## src/logic/scope_consts.svh

```systemverilog
/*
 * Trace tap constants: serial word width, probe and trigger widths,
 * trace depth, counter widths and the scope id
 */
`ifndef SCOPE_CONSTS_SVH
`define SCOPE_CONSTS_SVH

`define SCOPE_TX_DATAW   32
`define SCOPE_PROBEW     16
`define SCOPE_XTRIGW     4
`define SCOPE_HTRIGW     2
`define SCOPE_DATAW      (`SCOPE_PROBEW + `SCOPE_XTRIGW + `SCOPE_HTRIGW)

`define SCOPE_DEPTH      16     // power of two
`define SCOPE_ADDRW      4
`define SCOPE_SIZEW      5      // holds 0..DEPTH

`define SCOPE_IDLE_CTRW  8
`define SCOPE_IDW        8
`define SCOPE_ID         8'h2a

`endif

```

## src/logic/scope_pkg.sv

```systemverilog
/*
 * Trace tap types: record and controller state machines,
 * command opcodes and response kinds
 */
`default_nettype none

package scope_pkg;

    typedef enum logic [1:0] {
        TAP_IDLE,
        TAP_RUN,
        TAP_DONE
    } tap_state_t;

    typedef enum logic [1:0] {
        CTRL_IDLE,
        CTRL_RECV,
        CTRL_CMD,
        CTRL_SEND
    } ctrl_state_t;

    typedef enum logic [2:0] {
        CMD_GET_WIDTH = 3'd0,
        CMD_GET_COUNT = 3'd1,
        CMD_GET_START = 3'd2,
        CMD_GET_DATA  = 3'd3,
        CMD_SET_START = 3'd4,
        CMD_SET_STOP  = 3'd5,
        CMD_SET_DEPTH = 3'd6
    } cmd_t;

    typedef enum logic [1:0] {
        SEND_WIDTH,
        SEND_COUNT,
        SEND_START,
        SEND_DATA
    } send_t;

endpackage

`default_nettype wire

```

## src/logic/capture_if.sv

```systemverilog
/*
 * Link between trace capture and the command controller:
 * record control and depth one way, count, timestamp and readout back
 */
`default_nettype none

`include "scope_consts.svh"

interface capture_if;

    logic                          cmd_start;   // one-cycle pulses
    logic                          cmd_stop;
    logic [`SCOPE_SIZEW-1:0]       depth;       // end address
    logic [`SCOPE_ADDRW-1:0]       raddr;

    logic [`SCOPE_SIZEW-1:0]       count;
    logic [`SCOPE_TX_DATAW-1:0]    start_time;
    logic [`SCOPE_DATAW-1:0]       rd_data;     // one cycle after raddr
    logic [`SCOPE_IDLE_CTRW-1:0]   rd_delta;

    modport capture (
        input  cmd_start, cmd_stop, depth, raddr,
        output count, start_time, rd_data, rd_delta
    );

    modport ctrl (
        output cmd_start, cmd_stop, depth, raddr,
        input  count, start_time, rd_data, rd_delta
    );

endinterface

`default_nettype wire

```

## src/logic/trace_ram.sv

```systemverilog
/*
 * Simple dual-port trace memory, one write and one registered read port
 */
`default_nettype none

module trace_ram #(
    parameter int DATAW = 8,
    parameter int DEPTH = 16,
    localparam int ADDRW = (DEPTH > 1) ? $clog2(DEPTH) : 1
) (
    input  wire              clk,
    input  wire              reset,
    input  wire              write,
    input  wire [ADDRW-1:0]  waddr,
    input  wire [DATAW-1:0]  wdata,
    input  wire [ADDRW-1:0]  raddr,
    output logic [DATAW-1:0] rdata
);

    logic [DATAW-1:0] mem [DEPTH];

    always_ff @(posedge clk) begin
        if (write) begin
            mem[waddr] <= wdata;
        end
    end

    // read sees the old word when both ports hit the same address
    always_ff @(posedge clk) begin
        if (reset) begin
            rdata <= '0;
        end else begin
            rdata <= mem[raddr];
        end
    end

endmodule

`default_nettype wire

```

## src/logic/trace_capture.sv

```systemverilog
/*
 * Trace capture: free-running timestamp, record FSM, capture decision
 * on trigger change or high trigger, idle counting, sample and idle RAMs
 */
`default_nettype none

`include "scope_consts.svh"

module trace_capture (
    input  wire                       clk,
    input  wire                       reset,
    input  wire                       start,
    input  wire                       stop,
    input  wire [`SCOPE_XTRIGW-1:0]   xtriggers,
    input  wire [`SCOPE_HTRIGW-1:0]   htriggers,
    input  wire [`SCOPE_PROBEW-1:0]   probes,
    capture_if.capture                cap
);

    localparam int SIZEW    = `SCOPE_SIZEW;
    localparam int IDLEW    = `SCOPE_IDLE_CTRW;
    localparam int TSW      = `SCOPE_TX_DATAW;
    localparam int IDLE_MAX = (2 ** IDLEW) - 1;

    scope_pkg::tap_state_t tap_state;

    logic [TSW-1:0]           timestamp;
    logic [TSW-1:0]           start_time;
    logic [SIZEW-1:0]         count;
    logic [IDLEW-1:0]         delta;
    logic [`SCOPE_XTRIGW-1:0] prev_xtrig;
    logic [`SCOPE_HTRIGW-1:0] prev_htrig;
    logic                     dflush;       // forces the next capture

    logic                     halt;
    logic                     do_capture;
    logic                     write_en;
    logic [`SCOPE_DATAW-1:0]  data_in;

    assign data_in    = {probes, xtriggers, htriggers};
    assign halt       = stop || cap.cmd_stop || (count >= cap.depth);
    assign do_capture = dflush || (xtriggers != prev_xtrig)
                        || (htriggers != prev_htrig) || (|htriggers);
    assign write_en   = (tap_state == scope_pkg::TAP_RUN) && !halt && do_capture;

    always_ff @(posedge clk) begin
        if (reset) begin
            timestamp <= '0;
        end else begin
            timestamp <= timestamp + TSW'(1);
        end
    end

    always_ff @(posedge clk) begin
        if (reset) begin
            tap_state  <= scope_pkg::TAP_IDLE;
            start_time <= '0;
            count      <= '0;
            delta      <= '0;
            prev_xtrig <= '0;
            prev_htrig <= '0;
            dflush     <= 1'b0;
        end else begin
            case (tap_state)
                scope_pkg::TAP_IDLE: begin
                    if (start || cap.cmd_start) begin
                        tap_state  <= scope_pkg::TAP_RUN;
                        start_time <= timestamp;
                        dflush     <= 1'b1;     // first cycle always stored
                    end
                end
                scope_pkg::TAP_RUN: begin
                    dflush <= 1'b0;
                    if (halt) begin
                        tap_state <= scope_pkg::TAP_DONE;
                    end else begin
                        if (do_capture) begin
                            count <= count + SIZEW'(1);
                            delta <= '0;
                        end else begin
                            delta  <= delta + IDLEW'(1);
                            dflush <= (delta == IDLEW'(IDLE_MAX - 1)); // saturating gap
                        end
                        prev_xtrig <= xtriggers;
                        prev_htrig <= htriggers;
                    end
                end
                default: ;  // done until reset
            endcase
        end
    end

    trace_ram #(
        .DATAW (`SCOPE_DATAW),
        .DEPTH (`SCOPE_DEPTH)
    ) data_store (
        .clk   (clk),
        .reset (reset),
        .write (write_en),
        .waddr (count[`SCOPE_ADDRW-1:0]),
        .wdata (data_in),
        .raddr (cap.raddr),
        .rdata (cap.rd_data)
    );

    trace_ram #(
        .DATAW (IDLEW),
        .DEPTH (`SCOPE_DEPTH)
    ) delta_store (
        .clk   (clk),
        .reset (reset),
        .write (write_en),
        .waddr (count[`SCOPE_ADDRW-1:0]),
        .wdata (delta),
        .raddr (cap.raddr),
        .rdata (cap.rd_delta)
    );

    assign cap.count      = count;
    assign cap.start_time = start_time;

endmodule

`default_nettype wire

```

## src/logic/scope_ctrl.sv

```systemverilog
/*
 * Command controller: serial receiver with id check, command decode,
 * start and stop delay timers, depth register, serial response sender
 */
`default_nettype none

`include "scope_consts.svh"

module scope_ctrl (
    input  wire        clk,
    input  wire        reset,
    input  wire        bus_in,
    output logic       bus_out,
    capture_if.ctrl    cap
);

    localparam int TXW   = `SCOPE_TX_DATAW;
    localparam int IDW   = `SCOPE_IDW;
    localparam int ARGW  = TXW - 3 - IDW;
    localparam int CNTW  = $clog2(TXW);
    localparam int SIZEW = `SCOPE_SIZEW;

    scope_pkg::ctrl_state_t ctrl_state;
    scope_pkg::cmd_t        cmd;
    scope_pkg::send_t       send_kind;

    logic [TXW-1:0]  rx_buf;
    logic [TXW-1:0]  rx_next;
    logic [TXW-1:0]  tx_buf;
    logic [TXW-1:0]  resp_word;
    logic [CNTW-1:0] bit_ctr;
    logic [TXW-1:0]  start_delay;
    logic [TXW-1:0]  stop_delay;
    logic [IDW-1:0]  rx_id;
    logic [ARGW-1:0] cmd_arg;
    logic            is_get;
    logic            is_read_data;  // next data word is a sample
    logic            bus_out_r;

    assign rx_next = {rx_buf[TXW-2:0], bus_in};
    assign rx_id   = rx_next[3 +: IDW];
    assign cmd     = scope_pkg::cmd_t'(rx_buf[2:0]);
    assign cmd_arg = rx_buf[TXW-1 -: ARGW];

    always_comb begin
        is_get    = 1'b1;
        send_kind = scope_pkg::SEND_WIDTH;
        case (cmd)
            scope_pkg::CMD_GET_WIDTH: ;
            scope_pkg::CMD_GET_COUNT: send_kind = scope_pkg::SEND_COUNT;
            scope_pkg::CMD_GET_START: send_kind = scope_pkg::SEND_START;
            scope_pkg::CMD_GET_DATA:  send_kind = scope_pkg::SEND_DATA;
            default:                  is_get = 1'b0;
        endcase

        case (send_kind)
            scope_pkg::SEND_WIDTH: resp_word = TXW'(`SCOPE_DATAW);
            scope_pkg::SEND_COUNT: resp_word = TXW'(cap.count);
            scope_pkg::SEND_START: resp_word = cap.start_time;
            default:               resp_word = is_read_data ? TXW'(cap.rd_data)
                                                            : TXW'(cap.rd_delta);
        endcase
    end

    // shift registers
    always_ff @(posedge clk) begin
        if (ctrl_state == scope_pkg::CTRL_RECV) begin
            rx_buf <= rx_next;
        end
        if (ctrl_state == scope_pkg::CTRL_CMD && is_get) begin
            tx_buf <= resp_word;    // snapshot, sent MSB first
        end else if (ctrl_state == scope_pkg::CTRL_SEND) begin
            tx_buf <= tx_buf << 1;
        end
    end

    always_ff @(posedge clk) begin
        if (reset) begin
            ctrl_state    <= scope_pkg::CTRL_IDLE;
            bit_ctr       <= '0;
            start_delay   <= '0;
            stop_delay    <= '0;
            cap.cmd_start <= 1'b0;
            cap.cmd_stop  <= 1'b0;
            cap.depth     <= SIZEW'(`SCOPE_DEPTH);
            cap.raddr     <= '0;
            is_read_data  <= 1'b0;
            bus_out_r     <= 1'b0;
        end else begin
            bus_out_r <= 1'b0;

            if (start_delay != '0) begin
                start_delay <= start_delay - TXW'(1);
            end
            if (stop_delay != '0) begin
                stop_delay <= stop_delay - TXW'(1);
            end
            cap.cmd_start <= (start_delay == TXW'(1));
            cap.cmd_stop  <= (stop_delay == TXW'(1));

            case (ctrl_state)
                scope_pkg::CTRL_IDLE: begin
                    if (bus_in) begin   // start bit
                        bit_ctr    <= CNTW'(TXW - 1);
                        ctrl_state <= scope_pkg::CTRL_RECV;
                    end
                end
                scope_pkg::CTRL_RECV: begin
                    bit_ctr <= bit_ctr - CNTW'(1);
                    if (bit_ctr == '0) begin
                        // other ids dropped silently
                        ctrl_state <= (rx_id == `SCOPE_ID) ? scope_pkg::CTRL_CMD
                                                           : scope_pkg::CTRL_IDLE;
                    end
                end
                scope_pkg::CTRL_CMD: begin
                    ctrl_state <= scope_pkg::CTRL_IDLE;
                    case (cmd)
                        scope_pkg::CMD_SET_START: begin
                            start_delay   <= TXW'(cmd_arg);
                            cap.cmd_start <= (cmd_arg == '0);
                        end
                        scope_pkg::CMD_SET_STOP: begin
                            stop_delay   <= TXW'(cmd_arg);
                            cap.cmd_stop <= (cmd_arg == '0);
                        end
                        scope_pkg::CMD_SET_DEPTH: cap.depth <= SIZEW'(cmd_arg);
                        default: ;
                    endcase
                    if (is_get) begin
                        bit_ctr    <= CNTW'(TXW - 1);
                        bus_out_r  <= 1'b1;
                        ctrl_state <= scope_pkg::CTRL_SEND;
                    end
                    if (cmd == scope_pkg::CMD_GET_DATA) begin
                        if (is_read_data) begin
                            cap.raddr <= cap.raddr + `SCOPE_ADDRW'(1); // entry done
                        end
                        is_read_data <= !is_read_data;
                    end
                end
                scope_pkg::CTRL_SEND: begin
                    bus_out_r <= tx_buf[TXW-1];
                    bit_ctr   <= bit_ctr - CNTW'(1);
                    if (bit_ctr == '0) begin
                        ctrl_state <= scope_pkg::CTRL_IDLE;
                    end
                end
                default: ctrl_state <= scope_pkg::CTRL_IDLE;
            endcase
        end
    end

    always_ff @(posedge clk) begin
        if (reset) begin
            bus_out <= 1'b0;
        end else begin
            bus_out <= bus_out_r;
        end
    end

endmodule

`default_nettype wire

```

## src/logic/scope_tap.sv

```systemverilog
/*
 * Trace tap top level: trace capture and command controller
 * joined by the capture interface
 */
`default_nettype none

`include "scope_consts.svh"

module scope_tap (
    input  wire                      clk,
    input  wire                      reset,
    input  wire                      start,
    input  wire                      stop,
    input  wire [`SCOPE_XTRIGW-1:0]  xtriggers,
    input  wire [`SCOPE_HTRIGW-1:0]  htriggers,
    input  wire [`SCOPE_PROBEW-1:0]  probes,
    input  wire                      bus_in,
    output wire                      bus_out
);

    capture_if cap_bus ();

    trace_capture u_capture (
        .clk       (clk),
        .reset     (reset),
        .start     (start),
        .stop      (stop),
        .xtriggers (xtriggers),
        .htriggers (htriggers),
        .probes    (probes),
        .cap       (cap_bus.capture)
    );

    scope_ctrl u_ctrl (
        .clk     (clk),
        .reset   (reset),
        .bus_in  (bus_in),
        .bus_out (bus_out),
        .cap     (cap_bus.ctrl)
    );

endmodule

`default_nettype wire

```

## config.mk

```make
export PLATFORM = sky130hd
export DESIGN_NAME = scope_tap
export DESIGN_NICKNAME = d
export VERILOG_FILES = /design/src/logic/scope_pkg.sv /design/src/logic/capture_if.sv /design/src/logic/trace_ram.sv /design/src/logic/trace_capture.sv /design/src/logic/scope_ctrl.sv /design/src/logic/scope_tap.sv
export VERILOG_INCLUDE_DIRS = /design/src /design/src/logic
export SDC_FILE = /design/constraint.sdc
export NUM_CORES = 1
export LEC_CHECK = 0
export BUFFER_PORTS_ARGS = -buffer_cell sky130_fd_sc_hd__buf_4
export CAP_MARGIN = 20
export CORE_ASPECT_RATIO = 1.2
export CORE_MARGIN = 3
export CORE_UTILIZATION = 55
export CTS_BUF_LIST = sky130_fd_sc_hd__clkbuf_4
export DETAILED_ROUTE_END_ITERATION = 6
export HOLD_SLACK_MARGIN = 0.1
export PLACE_DENSITY = 0.81
export SLEW_MARGIN = 20
export SYNTH_ARGS = -nofsm -noshare
export SYNTH_HDL_FRONTEND = slang
export SYNTH_SLANG_ARGS = --single-unit
```

## constraint.sdc

```tcl
create_clock -name clk -period 5.74 [get_ports clk]
set_clock_uncertainty 0.2 [all_clocks]
set_input_delay 0 -clock clk [delete_from_list [all_inputs] [get_ports clk]]
set_output_delay 0 -clock clk [all_outputs]
set_load 0.01 [all_outputs]
```

# Yosys cells after proc, flatten, opt, wreduce, memory -nomap -nowiden
# Memory sizes are Yosys's and may differ from the RTL's. A register that Yosys moved wholly into a read port is not among the register bits.
# Cells that the tools add are included.
# totals
mem_bits_ro	0
elab_cells	127
memories	2
ff_bits	235
latchBits	0
mem_bits_rw	480
output_inout_bits	1
# memory_table
memory	depth	width	rd	rd_ports_with_merged_regs	write_ports	line	source
u_capture.data_store.mem	16	22	1	1	1	trace_ram.sv:20	logic [DATAW-1:0] mem [DEPTH];
u_capture.delta_store.mem	16	8	1	1	1	trace_ram.sv:20	
# classes
eq_ne	24
mul	0
n_shift	0
n_mux	37
bitwise_logic	1
magnitude_cmp	1
div_mod_pow	0
add_sub_neg	7
n_reduce_logical	34
# ops
operator	n
$mux W32	8
$pmux W32 S3	1
$eq A32 B1 Y1 const B	2
$reduce_bool A32 Y1	2
$sub A32 B1 Y32 const B	2
$add A32 B1 Y32 const B	1
$mux W22	1
$logic_not A21 Y1	1
$pmux W5 S3	1
$mux W2	7
$reduce_and A2 Y1	6
$reduce_and A3 Y1	4
$mux W1	11
$mux W5	2
$eq A3 B3 Y1 const B	3
$add A8 B1 Y8 const B	1
$eq A8 B6 Y1 const B	1
$eq A8 B8 Y1 const B	1
$mux W8	1
$pmux W2 S4	1
$eq A2 B1 Y1 const B	3
$eq A2 B2 Y1 const B	3
$eq A3 B2 Y1 const B	2
$logic_not A2 Y1	3
other kinds (21)	36

# Depth between registers and ports, before layout
# depth
ltp_word	7
ltp_mapped	9

# By module
# Synthesis repeated with hierarchy kept, for this count alone.
# unflattened
cells_unflattened	2158
area_unflattened_um2	30245.3
# modules_own_cells
module	seq_area_each_um2	area_each_um2	cells_each	n_inst
trace_ram at u_capture.data_store	11010.6	14186.1	726	1
scope_ctrl	3623.5	7079.3	738	1
trace_ram at u_capture.delta_store	4003.8	5282.6	259	1
trace_capture	1721.7	3697.3	435	1

# Worst setup path after synthesis
# Ideal clock, no wire load.
# synth_path
kind	register -> register
from	register u_ctrl.cap.depth[4]
to	memory u_capture.data_store.mem[0][0] in the netlist's numbering (enable)
slack_ns	0.969
stages_incl_launch_ff	8
n_path_buf	1
t_required_ns	5.086
synth_period_minus_slack_ns	4.771
t_arrival_ns	4.117
path_cell_list	dfxtp_1 inv_1 ha_1 a2111o_1 a311oi_1 clkbuf_1 nand3_1 nor3_1
# synth_via
elab_chain_len	7
# synth_rtl
element	line	source
from (decl)	capture_if.sv:27	output cmd_start, cmd_stop, depth, raddr,
from (signal assigned)	scope_ctrl.sv:85	cap.depth <= SIZEW'(`SCOPE_DEPTH);
from (signal assigned)	scope_ctrl.sv:127	scope_pkg::CMD_SET_DEPTH: cap.depth <= SIZEW'(cmd_arg);
$ge A5 B5 Y1	trace_capture.sv:41	assign halt = stop || cap.cmd_stop || (count >= cap.depth);
$logic_or A1 B1 Y1	trace_capture.sv:41	
$logic_not A1 Y1	trace_capture.sv:44	assign write_en = (tap_state == scope_pkg::TAP_RUN) && !halt && do_capture;
$logic_and A1 B1 Y1 (2 in a row)	trace_capture.sv:44	
$mux W1	trace_ram.sv:23	if (write) begin
$mux W1 (not written as such)	trace_ram.sv:24	mem[waddr] <= wdata;
to (decl)	trace_ram.sv:20	
# No other way between the ends.

# Final worst setup path
# layout_path
from	register u_capture.count[2] (netlist: u_capture.cap.count[2])
to	memory u_capture.data_store.mem[6][18] in the netlist's numbering (enable)
# layout_via
elab_chain_len	7
# layout_rtl
element	line	source
from (decl)	trace_capture.sv:29	logic [SIZEW-1:0] count;
from (signal assigned)	trace_capture.sv:78	count <= count + SIZEW'(1);
$ge A5 B5 Y1	trace_capture.sv:41	
$logic_or A1 B1 Y1	trace_capture.sv:41	
$logic_not A1 Y1	trace_capture.sv:44	
$logic_and A1 B1 Y1 (2 in a row)	trace_capture.sv:44	
$mux W1	trace_ram.sv:23	
$mux W1 (not written as such)	trace_ram.sv:24	
# Several ways; a longest one is shown, not always the timed one.

==> flow_results.org <==
** Timing
- Ratio of final minimum period to clock period :: between 70 and 80%
- Summed over all failing endpoints, the final setup total negative slack is 0 ns.
- The number of max-slew violations in the final report is 0.
- Max_slew headroom :: 26.7%
- Number of hold violations in the final report :: 0
- Slew at the pin closest to its max-slew limit :: 1.10 ns
- Based on the critical path, the design can be clocked at up to 249 MHz.
- After layout, the minimum clock period comes to 4.02 ns.
- Setup repair after global routing left no endpoint under its margin.
- Setup violations remaining at the end of the flow were counted as 0.

** Logic synthesis
- Synthesis instantiated between 70 and 80 different standard cells from the library.
- Dominant cell type by area after synthesis :: sky130_fd_sc_hd__edfxtp_1
- Area share of the leading cell type in the synthesized netlist :: 54.7%
- EDFF count, synth :: 544
- Synthesis warning total :: 0
- Net count after synthesis :: 2000
- Among all cell types in the netlist, the one instantiated most often is sky130_fd_sc_hd__edfxtp_1.
- Synthesis inferred approximately 750 register bits.
- Dominant synthesized flop cell :: sky130_fd_sc_hd__edfxtp_1
- Sequential fraction of the synthesis area :: 68.2%
- Post-Syn Instances :: between 1500 and 2000
- Ranked by instance count, the synthesized netlist is headed by sky130_fd_sc_hd__edfxtp_1, sky130_fd_sc_hd__dfxtp_1, sky130_fd_sc_hd__nor2_1, sky130_fd_sc_hd__mux4_2, sky130_fd_sc_hd__nand2_1.
- Fraction of registers with async set or reset after synthesis :: 0%
- Avg Cell Area, Syn :: 15.3 um^2
- Cell area after synthesis :: 29900 um^2
- Cells taking the most area after synthesis :: sky130_fd_sc_hd__edfxtp_1, sky130_fd_sc_hd__dfxtp_1, sky130_fd_sc_hd__mux4_2, sky130_fd_sc_hd__nor2_1, sky130_fd_sc_hd__nand2_1

** Worst setup path
- Setup slack on the worst reg-to-reg path comes out at 1.72 ns.
- STA classifies the critical path endpoint as a flop.
- The worst setup path is launched from a flop.
- The critical path starts at u_capture.cap.count[2].
- For the worst setup path, the data required time is 6.11 ns.
- Highest fanout seen on the critical path :: 30
- Number of cells on the worst reg-to-reg path :: 7
- The critical path is of the reg2reg type.
- For the worst setup path, the data arrival time is 4.39 ns.
- The endpoint identified for the worst register-to-register timing path is u_capture.data_store.mem[6][18].
- The worst register-to-register path begins at u_capture.cap.count[2].
- End of the critical path :: u_capture.data_store.mem[6][18]

** Detailed routing
- Total iterations of the first detailed-routing run :: 7
- For this block, the via count after detailed routing is 18490.
- Using the TritonRoute via totals, the vias-per-cell ratio works out to 6.17.
- DRC viols :: 2
- Number of nets with antenna violations after routing :: 0
- Routed wire length :: 68900 um
- After detailed routing, the average wire length per cell comes to 23.0 um.
- Number of design-rule violations left by the first detailed-router iteration :: around 1900

** Die
- The floorplan step set the die width to 219 um.
- For this design the top-level I/O count stands at 28.
- Placeable core region :: between 50000 and 60000 um^2
- Once the floorplan was initialized, standard cells occupied a little under three fifths of the core.
- From bottom edge to top edge, the die measures 261 um.
- Number of placement rows :: 92
- Die footprint :: ~57000 um^2

** Cells and area
- The post-route netlist has approximately a quarter of its cells at a drive strength greater than 1.
- The finished layout holds 2999 standard cells, fillers aside.
- At the end of the flow the core is filled with cells to 64.3%.
- At the end of the flow, the number of nets in the layout was 2189.
- Layout Area Growth over Synthesis :: 14.3%

** Pwr
- The analysis attributes to net switching a power of ~0.0037 W.
- Combinational share of power :: 16.6%
- Summed over all cells, the static leakage comes to approximately 11 nW.
- Cell Pwr Density :: 379 nW/um^2
- Relative contribution of the clock network to total power :: 34.9%
- Of the total power, registers draw 48.4%.
- The internal portion of the total power is 0.00923 W.
- Of the total power, the share spent switching nets is 28.7%.
- Maximum VDD drop :: 0.467 mV

** Global route
- Met3 layer usage reported by global route :: about 5.7%
- Via count of the first global-routing pass :: about 19000
- The first global-routing pass estimated slightly above 100000 um of wire.
- Met1 usage :: a little under a third
- After global routing the overflow that remains totals 0.
- The number of antenna violations at the first check in global routing is 3.
- In this run the most used layer during global routing was met2.
- Pin count of the biggest net entering global routing :: 104
- For this run, global-route usage on met2 was measured as between 30 and 40%.
- Across every metal layer, demand over resource in global routing totals a little under a quarter.

** Clock network
- Clock tree buffer depth :: 3
- Clock Sink Count :: 745
- TritonCTS built the clock tree.
- Number of clock buffers inserted by TritonCTS :: roughly 180
- Clk pin slew, worst setup/hold paths :: 0.07 ns
- Clock latency on the worst-skew pair, taken at its later pin, is 0.99 ns.
- Cell at the root of the clock tree :: sky130_fd_sc_hd__clkbuf_4
- Buffers added to address setup during post-CTS repair amount to 0.
- The H-tree generated during clock tree synthesis spans 4 levels.

** Min path
- The tightest min-delay check is of the in2reg type.
- The worst hold path passes through 5 cells.

** Flow run
- Number of max-cap violations :: 0

** Placement
- The wire-length estimate of the detail-placed layout is 37600 um.
- The number of placed instances, taps included, is 2601.
- During placement, the flow inserted port buffers numbering 27.
- GP Congestion :: 0.807

** Outcome
- The run finished, with violations left.
- The final reports fail on DRC.
## per-layer routing
layer  vias to the layer above  routed length, um  part of all wire (%)
li1                       8123                  -                     -
met1                      9422              26600                    39
met2                       812              35700                    52
met3                       133               4620                   6.7
met4                         0               1980                   2.9
met5                         -                  0                     0
## worst max-delay path, stage by stage, from the launching register on
cell and delay [ns]:
sky130_fd_sc_hd__dfxtp_1 0.76, sky130_fd_sc_hd__ha_1 0.37, sky130_fd_sc_hd__a21oi_1 0.13, sky130_fd_sc_hd__o21ai_0 0.17, sky130_fd_sc_hd__a311oi_2 0.30, sky130_fd_sc_hd__buf_4 0.25, sky130_fd_sc_hd__nand3_1 0.42, sky130_fd_sc_hd__nor2_4 0.97
## what timing repair did
item | 4_1_cts | 5_1_grt
hold endpoints to repair | 830 | 0
gates resized for setup | 0 | 0
hold buffers | 56 | 0
## sequential cells by signal, indices dropped and copies added, names as in the netlist, 5 cells and up
register	cells
u_capture.data_store.mem	352
u_capture.delta_store.mem	128
u_capture.cap.start_time	32
u_capture.timestamp	32
u_ctrl.rx_buf	32
u_ctrl.start_delay	32
u_ctrl.stop_delay	32
u_ctrl.tx_buf	32
u_capture.data_store.rdata	22
u_capture.delta	8
u_capture.delta_store.rdata	8
u_capture.cap.count	5
u_ctrl.bit_ctr	5
u_ctrl.cap.depth	5
## how the worst min path moves through the flow
stage                       from                        endpoint  slack (ns)
floorplan           htriggers[0]  u_capture.data_store.mem[0][0]       -0.10
global placement          bus_in                u_ctrl.rx_buf[0]       0.003
detailed placement        bus_in                u_ctrl.rx_buf[0]       0.004
CTS                        reset           u_ctrl.stop_delay[18]        0.23
global route               start    u_capture.cap.start_time[18]        0.12
finish                     start    u_capture.cap.start_time[18]        0.16
## per-stage QoR
stage | instance area (um^2) | power [W] | hold WS [ns] | setup slack, ns
finish | 34100 | 0.0129 | 0.156 | 1.72
global route | 34100 | 0.0136 | 0.119 | 1.57
CTS | 33800 | 0.0129 | 0.229 | 1.80
detailed placement | 30900 | 0.00843 | 0.00437 | 1.86
global placement | 30900 | 0.00832 | 0.00322 | 2.07
floorplan | 29900 | 0.00796 | -0.101 | 0.969
## cell usage in the layout (no fill, tap or decap), types with 8 or more instances in the layout
master and instances:
sky130_fd_sc_hd__or2_2 10, sky130_fd_sc_hd__dlygate4sd3_1 55, sky130_fd_sc_hd__nor2_4 12, sky130_fd_sc_hd__nor3_1 25
sky130_fd_sc_hd__a211oi_1 8, sky130_fd_sc_hd__dfxtp_1 197, sky130_fd_sc_hd__nand4_1 13, sky130_fd_sc_hd__inv_1 35
sky130_fd_sc_hd__buf_12 8, sky130_fd_sc_hd__a21oi_1 80, sky130_fd_sc_hd__and2_1 35, sky130_fd_sc_hd__a221oi_1 20
sky130_fd_sc_hd__or3_1 29, sky130_fd_sc_hd__nor4_1 28, sky130_fd_sc_hd__ha_1 21, sky130_fd_sc_hd__nor2b_1 8
sky130_fd_sc_hd__nor2_1 145, sky130_fd_sc_hd__o31ai_1 26, sky130_fd_sc_hd__buf_4 47, sky130_fd_sc_hd__xor2_1 11
sky130_fd_sc_hd__clkbuf_4 267, sky130_fd_sc_hd__or4_1 26, sky130_fd_sc_hd__nand3_1 48, sky130_fd_sc_hd__o21ai_0 36
sky130_fd_sc_hd__mux4_2 150, sky130_fd_sc_hd__xnor2_1 34, sky130_fd_sc_hd__a311oi_1 29, sky130_fd_sc_hd__edfxtp_1 544
sky130_fd_sc_hd__nand2_1 148, sky130_fd_sc_hd__mux2i_1 16, sky130_fd_sc_hd__clkinv_1 36
## power by group through the flow
stage	combinational, W	clock [W]	sequential, W
2_1_floorplan	0.00167	0	0.00629
3_3_place_gp	0.00198	0	0.00634
3_5_place_dp	0.00206	0	0.00637
4_1_cts	0.00212	0.00457	0.00625
5_1_grt	0.00237	0.00489	0.00629
6_report	0.00215	0.00452	0.00627
## cells by family after synthesis
family                   synth area share [%]
flip-flops                               68.2
AND/OR/NAND/NOR                          10.1
adder cells (fa/ha/maj)                 0.880
multiplexers                             11.9
XOR/XNOR                                 1.32
buffers and inverters                    1.84
AO/OA/AOI/OAI                            5.76
## layout make-up
type,count,area (um^2)
repair buffers,116,1230
multi-input cells,1067,9100
fillers,3603,18900
well taps,705,882
clock buffers,267,2000
clock inverters,58,405
inverters,35,131
flip-flops and latches,745,20400
diodes,6,15.0
(Power assumes the default switching activity.)
